$ cat src/hdl/host_bridge_pkg.sv
`default_nettype none

package host_bridge_pkg;

  // ******************************
  // Message word
  // ******************************

  localparam int MSG_W = 32;

  typedef logic [MSG_W-1:0] msg_t;

  // All ones closes a PC message sequence
  localparam msg_t END_MARKER = '1;

  // ******************************
  // Wishbone operations
  // ******************************

  typedef enum logic [2:0] {
    OP_NONE,
    OP_POP_PC,
    OP_PUSH_FPGA,
    OP_STATUS,
    OP_SET_DONE
  } wb_op_e;

  typedef struct packed {
    logic       cyc;
    logic       stb;
    logic       we;
    logic [1:0] adr;
    msg_t       dat;
  } wb_req_t;

  typedef struct packed {
    logic ack;
    msg_t dat;
  } wb_rsp_t;

  // Flags in the low bits
  // Upper bits read as zero
  typedef struct packed {
    logic [MSG_W-5:0] rsvd;
    logic             done;
    logic             overflow;
    logic             fpga_full;
    logic             pc_empty;
  } status_t;

endpackage

`default_nettype wire
$ cat src/hdl/host_bridge.sv
`default_nettype none

module host_bridge import host_bridge_pkg::*; #(
  parameter int FIFO_AW = 4
) (
  input  wire logic    bus_clk,
  input  wire logic    rst,
  input  wire logic    wr_wren,
  input  wire msg_t    wr_data,
  input  wire logic    wr_open,
  input  wire logic    rd_rden,
  input  wire logic    rd_open,
  input  wire logic    loop_rden,
  input  wire wb_req_t wb_req,
  output logic         wr_full,
  output msg_t         rd_data,
  output logic         rd_empty,
  output logic         rd_eof,
  output msg_t         loop_data,
  output logic         loop_empty,
  output logic         loop_eof,
  output wb_rsp_t      wb_rsp
);

  wb_op_e op;
  logic   start;
  msg_t   resp_dat;
  logic   done;

  msg_t   pc_head;
  logic   pc_empty;
  logic   pc_pop;
  logic   fpga_full;
  logic   fpga_push;
  logic   loop_full;
  logic   loop_push;

  // ******************************
  // Message queues
  // ******************************

  // Host write stream into the application
  msg_fifo #(.FIFO_AW(FIFO_AW)) pc_fifo_i (
    .bus_clk   (bus_clk),
    .rst       (rst),
    .push      (wr_wren),
    .push_data (wr_data),
    .pop       (pc_pop),
    .head      (pc_head),
    .empty     (pc_empty),
    .full      (wr_full)
  );

  // Application words out to the host read stream
  msg_fifo #(.FIFO_AW(FIFO_AW)) fpga_fifo_i (
    .bus_clk   (bus_clk),
    .rst       (rst),
    .push      (fpga_push),
    .push_data (wb_req.dat),
    .pop       (rd_rden),
    .head      (rd_data),
    .empty     (rd_empty),
    .full      (fpga_full)
  );

  // Copies of consumed PC words
  msg_fifo #(.FIFO_AW(FIFO_AW)) loop_fifo_i (
    .bus_clk   (bus_clk),
    .rst       (rst),
    .push      (loop_push),
    .push_data (pc_head),
    .pop       (loop_rden),
    .head      (loop_data),
    .empty     (loop_empty),
    .full      (loop_full)
  );

  // ******************************
  // Wishbone slave
  // ******************************

  wb_decode wb_decode_i (
    .bus_clk (bus_clk),
    .rst     (rst),
    .wb_req  (wb_req),
    .ack     (wb_rsp.ack),
    .op      (op),
    .start   (start)
  );

  wb_execute wb_execute_i (
    .bus_clk   (bus_clk),
    .rst       (rst),
    .op        (op),
    .start     (start),
    .wr_dat    (wb_req.dat),
    .rd_open   (rd_open),
    .pc_head   (pc_head),
    .pc_empty  (pc_empty),
    .fpga_full (fpga_full),
    .loop_full (loop_full),
    .pc_pop    (pc_pop),
    .fpga_push (fpga_push),
    .loop_push (loop_push),
    .resp_dat  (resp_dat),
    .done      (done)
  );

  wb_result wb_result_i (
    .bus_clk    (bus_clk),
    .rst        (rst),
    .start      (start),
    .resp_dat   (resp_dat),
    .done       (done),
    .pc_head    (pc_head),
    .pc_empty   (pc_empty),
    .rd_empty   (rd_empty),
    .wr_open    (wr_open),
    .loop_empty (loop_empty),
    .wb_rsp     (wb_rsp),
    .rd_eof     (rd_eof),
    .loop_eof   (loop_eof)
  );

endmodule

`default_nettype wire

$ cat src/hdl/wb_result.sv
`default_nettype none

module wb_result import host_bridge_pkg::*; (
  input  wire logic bus_clk,
  input  wire logic rst,
  input  wire logic start,
  input  wire msg_t resp_dat,
  input  wire logic done,
  input  wire msg_t pc_head,
  input  wire logic pc_empty,
  input  wire logic rd_empty,
  input  wire logic wr_open,
  input  wire logic loop_empty,
  output wb_rsp_t   wb_rsp,
  output logic      rd_eof,
  output logic      loop_eof
);

  logic end_seen;

  // End marker at the head of the PC queue
  assign end_seen = !pc_empty && (pc_head == END_MARKER);

  // ******************************
  // Wishbone response
  // ******************************

  always_ff @(posedge bus_clk) begin
    if (rst) begin
      wb_rsp.ack <= 1'b0;
    end else begin
      wb_rsp.ack <= start;
    end
  end

  // Valid only alongside ack
  always_ff @(posedge bus_clk) begin
    if (start) begin
      wb_rsp.dat <= resp_dat;
    end
  end

  // ******************************
  // End-of-file flags
  // ******************************

  always_ff @(posedge bus_clk) begin
    if (rst) begin
      rd_eof   <= 1'b0;
      loop_eof <= 1'b0;
    end else begin
      rd_eof   <= done || (end_seen && rd_empty);
      // Host closed the write side and the copies are drained
      loop_eof <= !wr_open && loop_empty;
    end
  end

  // Single-cycle acknowledge per request
  assert property (@(posedge bus_clk) disable iff (rst)
    wb_rsp.ack |=> !wb_rsp.ack)
    else $error("wb_result ack held for more than one cycle");

endmodule

`default_nettype wire

$ cat src/hdl/wb_execute.sv
`default_nettype none

module wb_execute import host_bridge_pkg::*; (
  input  wire logic   bus_clk,
  input  wire logic   rst,
  input  wire wb_op_e op,
  input  wire logic   start,
  input  wire msg_t   wr_dat,
  input  wire logic   rd_open,
  input  wire msg_t   pc_head,
  input  wire logic   pc_empty,
  input  wire logic   fpga_full,
  input  wire logic   loop_full,
  output logic        pc_pop,
  output logic        fpga_push,
  output logic        loop_push,
  output msg_t        resp_dat,
  output logic        done
);

  logic    overflow;
  status_t status;

  always_comb begin
    status           = '0;
    status.pc_empty  = pc_empty;
    status.fpga_full = fpga_full;
    status.overflow  = overflow;
    status.done      = done;
  end

  // ******************************
  // FIFO strobes and response word
  // ******************************

  always_comb begin
    pc_pop    = 1'b0;
    fpga_push = 1'b0;
    loop_push = 1'b0;
    resp_dat  = '0;
    case (op)
      OP_POP_PC: begin
        if (!pc_empty) begin
          resp_dat  = pc_head;
          pc_pop    = start;
          // Copy dropped when the loopback queue is full
          loop_push = start && !loop_full;
        end
      end
      OP_PUSH_FPGA: begin
        // Echo of the written word
        resp_dat  = wr_dat;
        fpga_push = start && rd_open && !fpga_full;
      end
      OP_STATUS: begin
        resp_dat = status;
      end
      default: begin
        resp_dat = '0;
      end
    endcase
  end

  // ******************************
  // Sticky flags
  // ******************************

  always_ff @(posedge bus_clk) begin
    if (rst) begin
      done     <= 1'b0;
      overflow <= 1'b0;
    end else if (start) begin
      if (op == OP_SET_DONE) begin
        done <= 1'b1;
      end
      // Push refused by a full FPGA queue
      if (op == OP_PUSH_FPGA && rd_open && fpga_full) begin
        overflow <= 1'b1;
      end
    end
  end

endmodule

`default_nettype wire

$ cat src/hdl/wb_decode.sv
`default_nettype none

module wb_decode import host_bridge_pkg::*; (
  input  wire logic    bus_clk,
  input  wire logic    rst,
  input  wire wb_req_t wb_req,
  input  wire logic    ack,
  output wb_op_e       op,
  output logic         start
);

  // ******************************
  // Address map
  // ******************************

  always_comb begin
    case ({wb_req.we, wb_req.adr})
      3'b0_00: op = OP_POP_PC;
      3'b1_01: op = OP_PUSH_FPGA;
      3'b0_10: op = OP_STATUS;
      3'b1_11: op = OP_SET_DONE;
      // Wrong direction for the address
      default: op = OP_NONE;
    endcase
  end

  // Pending request not yet acknowledged
  assign start = wb_req.cyc && wb_req.stb && !ack;

  // The ack that follows a start masks the held request
  assert property (@(posedge bus_clk) disable iff (rst)
    start |=> !start)
    else $error("wb_decode start in back-to-back cycles");

endmodule

`default_nettype wire

$ cat src/hdl/msg_fifo.sv
`default_nettype none

module msg_fifo import host_bridge_pkg::*; #(
  parameter int FIFO_AW = 4
) (
  input  wire logic bus_clk,
  input  wire logic rst,
  input  wire logic push,
  input  wire msg_t push_data,
  input  wire logic pop,
  output msg_t      head,
  output logic      empty,
  output logic      full
);

  localparam int DEPTH = 1 << FIFO_AW;

  msg_t mem [DEPTH];

  // One extra bit tells full from empty
  logic [FIFO_AW:0] wr_ptr;
  logic [FIFO_AW:0] rd_ptr;
  logic [FIFO_AW:0] count;

  logic do_push;
  logic do_pop;

  assign count = wr_ptr - rd_ptr;
  assign empty = (count == '0);
  assign full  = (count == (FIFO_AW + 1)'(DEPTH));

  // Requests against full or empty are dropped
  assign do_push = push && !full;
  assign do_pop  = pop && !empty;

  // Show-ahead read of the oldest word
  assign head = mem[rd_ptr[FIFO_AW-1:0]];

  always_ff @(posedge bus_clk) begin
    if (do_push) begin
      mem[wr_ptr[FIFO_AW-1:0]] <= push_data;
    end
  end

  always_ff @(posedge bus_clk) begin
    if (rst) begin
      wr_ptr <= '0;
      rd_ptr <= '0;
    end else begin
      if (do_push) begin
        wr_ptr <= wr_ptr + 1'b1;
      end
      if (do_pop) begin
        rd_ptr <= rd_ptr + 1'b1;
      end
    end
  end

  // Pointers never drift more than one lap apart
  assert property (@(posedge bus_clk) disable iff (rst)
    count <= (FIFO_AW + 1)'(DEPTH))
    else $error("msg_fifo count above depth");

endmodule

`default_nettype wire

$ cat config.mk
export PLATFORM = sky130hd
export DESIGN_NAME = host_bridge
export DESIGN_NICKNAME = d
export VERILOG_FILES = /design/src/hdl/host_bridge_pkg.sv /design/src/hdl/host_bridge.sv /design/src/hdl/wb_result.sv /design/src/hdl/wb_execute.sv /design/src/hdl/wb_decode.sv /design/src/hdl/msg_fifo.sv
export SDC_FILE = /design/constraint.sdc
export NUM_CORES = 1
export LEC_CHECK = 0
export BUFFER_PORTS_ARGS = -buffer_cell sky130_fd_sc_hd__buf_2
export CAP_MARGIN = 30
export CORE_UTILIZATION = 45
export CTS_BUF_LIST = sky130_fd_sc_hd__clkbuf_2 sky130_fd_sc_hd__clkbuf_4 sky130_fd_sc_hd__clkbuf_8
export DETAILED_ROUTE_END_ITERATION = 16
export HOLD_SLACK_MARGIN = 0.08
export PLACE_DENSITY_LB_ADDON = 0.15
export RECOVER_POWER = 100
export SLEW_MARGIN = 20
export SYNTH_ARGS = -nofsm -noshare
export SYNTH_HDL_FRONTEND = slang
export SYNTH_SLANG_ARGS = --single-unit
export TNS_END_PERCENT = 5
$ cat constraint.sdc
create_clock -name bus_clk -period 6.2 [get_ports bus_clk]
set_clock_uncertainty 0.2 [all_clocks]
set_input_delay 0.31 -clock bus_clk [delete_from_list [all_inputs] [get_ports bus_clk]]
set_output_delay 0.31 -clock bus_clk [all_outputs]
set_load 0.02 [all_outputs]
==> impl_metrics.tcl <==
set metrics [dict create \
    crit_type "flop to flop" \
    synth_compound_area_share_pct 1.513 \
    drtPass1Iterations 5 \
    post_cts_buffers 0 \
    synth_nets 2695 \
    die_w_um 372.7 \
    htreeDepth 5 \
    vias 29620 \
    fin_cells 5137 \
    layout-drive-gt1-share_pct 29.81 \
    cts_root_buffer "clkbuf_8" \
    place_congestion 0.7941 \
    cts_sinks 1615 \
    post_cts_resize_count 0 \
    regToRegEndpoint "pc_fifo_i.mem[5][28]$_DFFE_PP_" \
    fin_setup_tns_ps 0 \
    min_period_ps 5196 \
    antenna_found_initial 19 \
    first_iter_violations 2854 \
    worstSetupEndpointType "flop" \
    ioPinCount 178 \
    grt-ovfl-total 0 \
    synth-simple-area-share_pct 1.602 \
    die_area_mm2 0.1389 \
    path_max_fanout 18 \
    place_inst 4503 \
    ys_ff_latch 1615 \
    synth_edf_count 1568 \
    cp.arrival_ps 5540 \
    violations "capacitance limit, slew limit" \
    yosysUniqueCellTypes 61 \
    numCtsBuffers 280 \
    ff_latch_area_mm2 0.04805 \
    pwr_density_cell_mw_per_mm2 339.9 \
    relSlewSlack_pct -80.76 \
    dp_hpwl_mm 85.94 \
    post-route-drc-count 0 \
    drv_cap 9 \
    seq_area_frac_synth_pct 77.66 \
    synth_top_family_by_area "multiplexers" \
    route.antenna.remaining_nets 0 \
    fin_crit_sh_pct 83.80 \
    max_freq_ghz 0.1925 \
    leakage_nw 22.16 \
    status "finished, violations left" \
    vdd_drop_max_uv 205.0 \
    multi_input_area_mm2 0.01306 \
    grt_max_degree 85 \
    netlist_instances 2592 \
    r2r_slack_ps 1000 \
    first_global_vias 31420 \
    yosys.area_share.xor_xnor_pct 0.2408 \
    tightest_slew_ps 2711 \
    cp.required_ps 6550 \
    synth_flop_cell "edfxtp_1" \
    hp-class "flop to flop" \
    ys_async_sr_fraction_pct 0 \
    max-clock-path-buffers 4 \
    rows 135 \
    via_per_inst 5.766 \
    area_delta_synth_final_pct 16.09 \
    reg2reg_from "pc_fifo_i.wr_ptr[2]$_SDFFE_PP0P_" \
    port_buffers 177 \
    synthMuxAreaShare_pct 17.16 \
    initial_core_util_pct 45.48 \
    wl_per_cell_um 29.14 \
    setup_viol 0 \
    grt_pass1_wl_mm 217.2 \
    path_clk_slew_ps 60 \
    critPathCapture "pc_fifo_i.mem[5][28]$_DFFE_PP_" \
    yosysWarnings 0 \
    die_h_um 372.7 \
    cts_tree "yes" \
    ff2ff_path_depth 8 \
    layout_common_cells "1,568 x edfxtp_1, 441 x mux4_2, 291 x clkbuf_8" \
    finalHoldViolCount 0 \
    rsz0062_at_grt "no" \
    final_common_cell "edfxtp_1" \
    track_usage_pct 21.80 \
    final_max_slew_viol_count 247 \
    worstSetupStartpoint "pc_fifo_i.wr_ptr[2]$_SDFFE_PP0P_" \
    core_mm2 0.1360 \
    syn_area_mm2 0.06184 \
    final_net_count 3263 \
    nFillCells 10440 \
    clock_latency_ps 930 \
    synthAdderAreaFrac_pct 0.5463 \
    start_kind "flop" \
    synth_area_per_cell_um2 23.86 \
    drt_wl_total_mm 149.7 \
]
## flip-flops by register name, summed over array words and instances, names as in the netlist, named ones only
register and flops:
fpga_fifo_i.mem 512, loop_fifo_i.mem 512, pc_fifo_i.mem 512, wb_result_i.wb_rsp 33, fpga_fifo_i.rd_ptr 5, fpga_fifo_i.wr_ptr 5, loop_fifo_i.rd_ptr 5, loop_fifo_i.wr_ptr 5
pc_fifo_i.rd_ptr 5, pc_fifo_i.wr_ptr 5, wb_execute_i.done 1, wb_execute_i.overflow 1, wb_result_i.loop_eof 1, wb_result_i.rd_eof 1
## worst min-delay path by stage
| stage | startpoint | end | slack [ps] | cells after the start |
|---|---|---|---|---|
| floorplan | wr_open | wb_result_i.loop_eof$_SDFF_PP0_ | 190 | 1 |
| global placement | wb_execute_i.overflow$_SDFFE_PP0P_ | wb_execute_i.overflow$_SDFFE_PP0P_ | 270 | 2 |
| detailed placement | wb_execute_i.overflow$_SDFFE_PP0P_ | wb_execute_i.overflow$_SDFFE_PP0P_ | 280 | 2 |
| CTS | wr_data[29] | pc_fifo_i.mem[12][29]$_DFFE_PP_ | 80 | 2 |
| global route | rst | pc_fifo_i.wr_ptr[0]$_SDFFE_PP0P_ | 290 | 4 |
| finish | wb_execute_i.overflow$_SDFFE_PP0P_ | wb_execute_i.overflow$_SDFFE_PP0P_ | 290 | 2 |
## stage by stage
stage	hold slack (ps)	worst slack (ps)	total power, mW	cell area [µm²]	util, %
5_1_grt	291.2	810.0	25.31	71780	52.79
6_report	291.9	1004	24.40	71790	52.80
2_1_floorplan	185.8	1426	14.51	61840	-
4_1_cts	80.44	1698	24.75	72080	53.01
3_3_place_gp	268.4	1988	15.48	65000	47.81
3_5_place_dp	279.8	1883	15.55	65390	48.09
## synthesized netlist by cell type, drive strengths merged, types with 2 or more instances
library cell,n,share of area [%]
a22o,29,0.41
o41ai,2,0.040
mux2i,5,0.081
dfxtp,47,1.5
or3,6,0.061
o211ai,2,0.024
nand2,35,0.25
xor2,7,0.099
and3,34,0.34
mux2,2,0.036
nor4b,2,0.028
and2,6,0.061
nor2b,12,0.12
inv,24,0.15
a21oi,19,0.15
nand4,9,0.091
clkbuf,61,0.37
a22oi,32,0.40
or4,7,0.085
nand2b,4,0.040
nand3,10,0.081
o21ai,10,0.081
a32oi,3,0.042
mux4,464,17
o21a,5,0.061
nor2,48,0.30
buf,66,0.76
xnor2,10,0.14
ha,27,0.55
edfxtp,1568,76
or2,2,0.020
nor4,3,0.030
nor3,10,0.081
o31ai,8,0.14
## cell type report
class / count / area share [%]
well taps: 1781 / 3.104
clock buffers: 372 / 6.426
diodes: 5 / 0.01743
clock inverters: 101 / 0.7965
inverters: 24 / 0.1255
flip-flops and latches: 1615 / 66.94
multi-input cells: 826 / 18.19
repair buffers: 413 / 4.401
## critical path: stages, from the launching register on
cell and delay (ps):
dfxtp_1 560, ha_1 350, o21a_1 180, o21ai_0 200
a31oi_1 150, a21oi_1 560, nand2_1 340, nor2_1 1710
buf_4 580
## layer usage
layer	global-route usage, %	part of all wire, %
met3	5.618	8.3
met1	29.27	40
met4	7.804	2.9
met5	0	0.040
met2	34.61	48
## kinds of logic (layout without fill, tap and decap cells)
kind of cell	Yosys count	count (layout)
AND/OR/NAND/NOR	189	189
flip-flops	1615	1615
buffers and inverters	151	910
adder cells (fa/ha/maj)	27	27
AO/OA/AOI/OAI	122	122
multiplexers	471	471
other	0	5
XOR/XNOR	17	17
## repair_timing
action,in CTS,in global routing
hold buffers,150,0
endpoints found under the hold margin,1154,0
setup endpoints to repair,0,0
## report_power, final
group | switching (mW) | leakage (nW) | internal [mW]
registers | 0.161 | 14.5 | 12.1
logic | 1.61 | 4.90 | 1.42
clock network | 4.08 | 2.74 | 5.02
No activity file was read; power rests on OpenSTA's default activity.
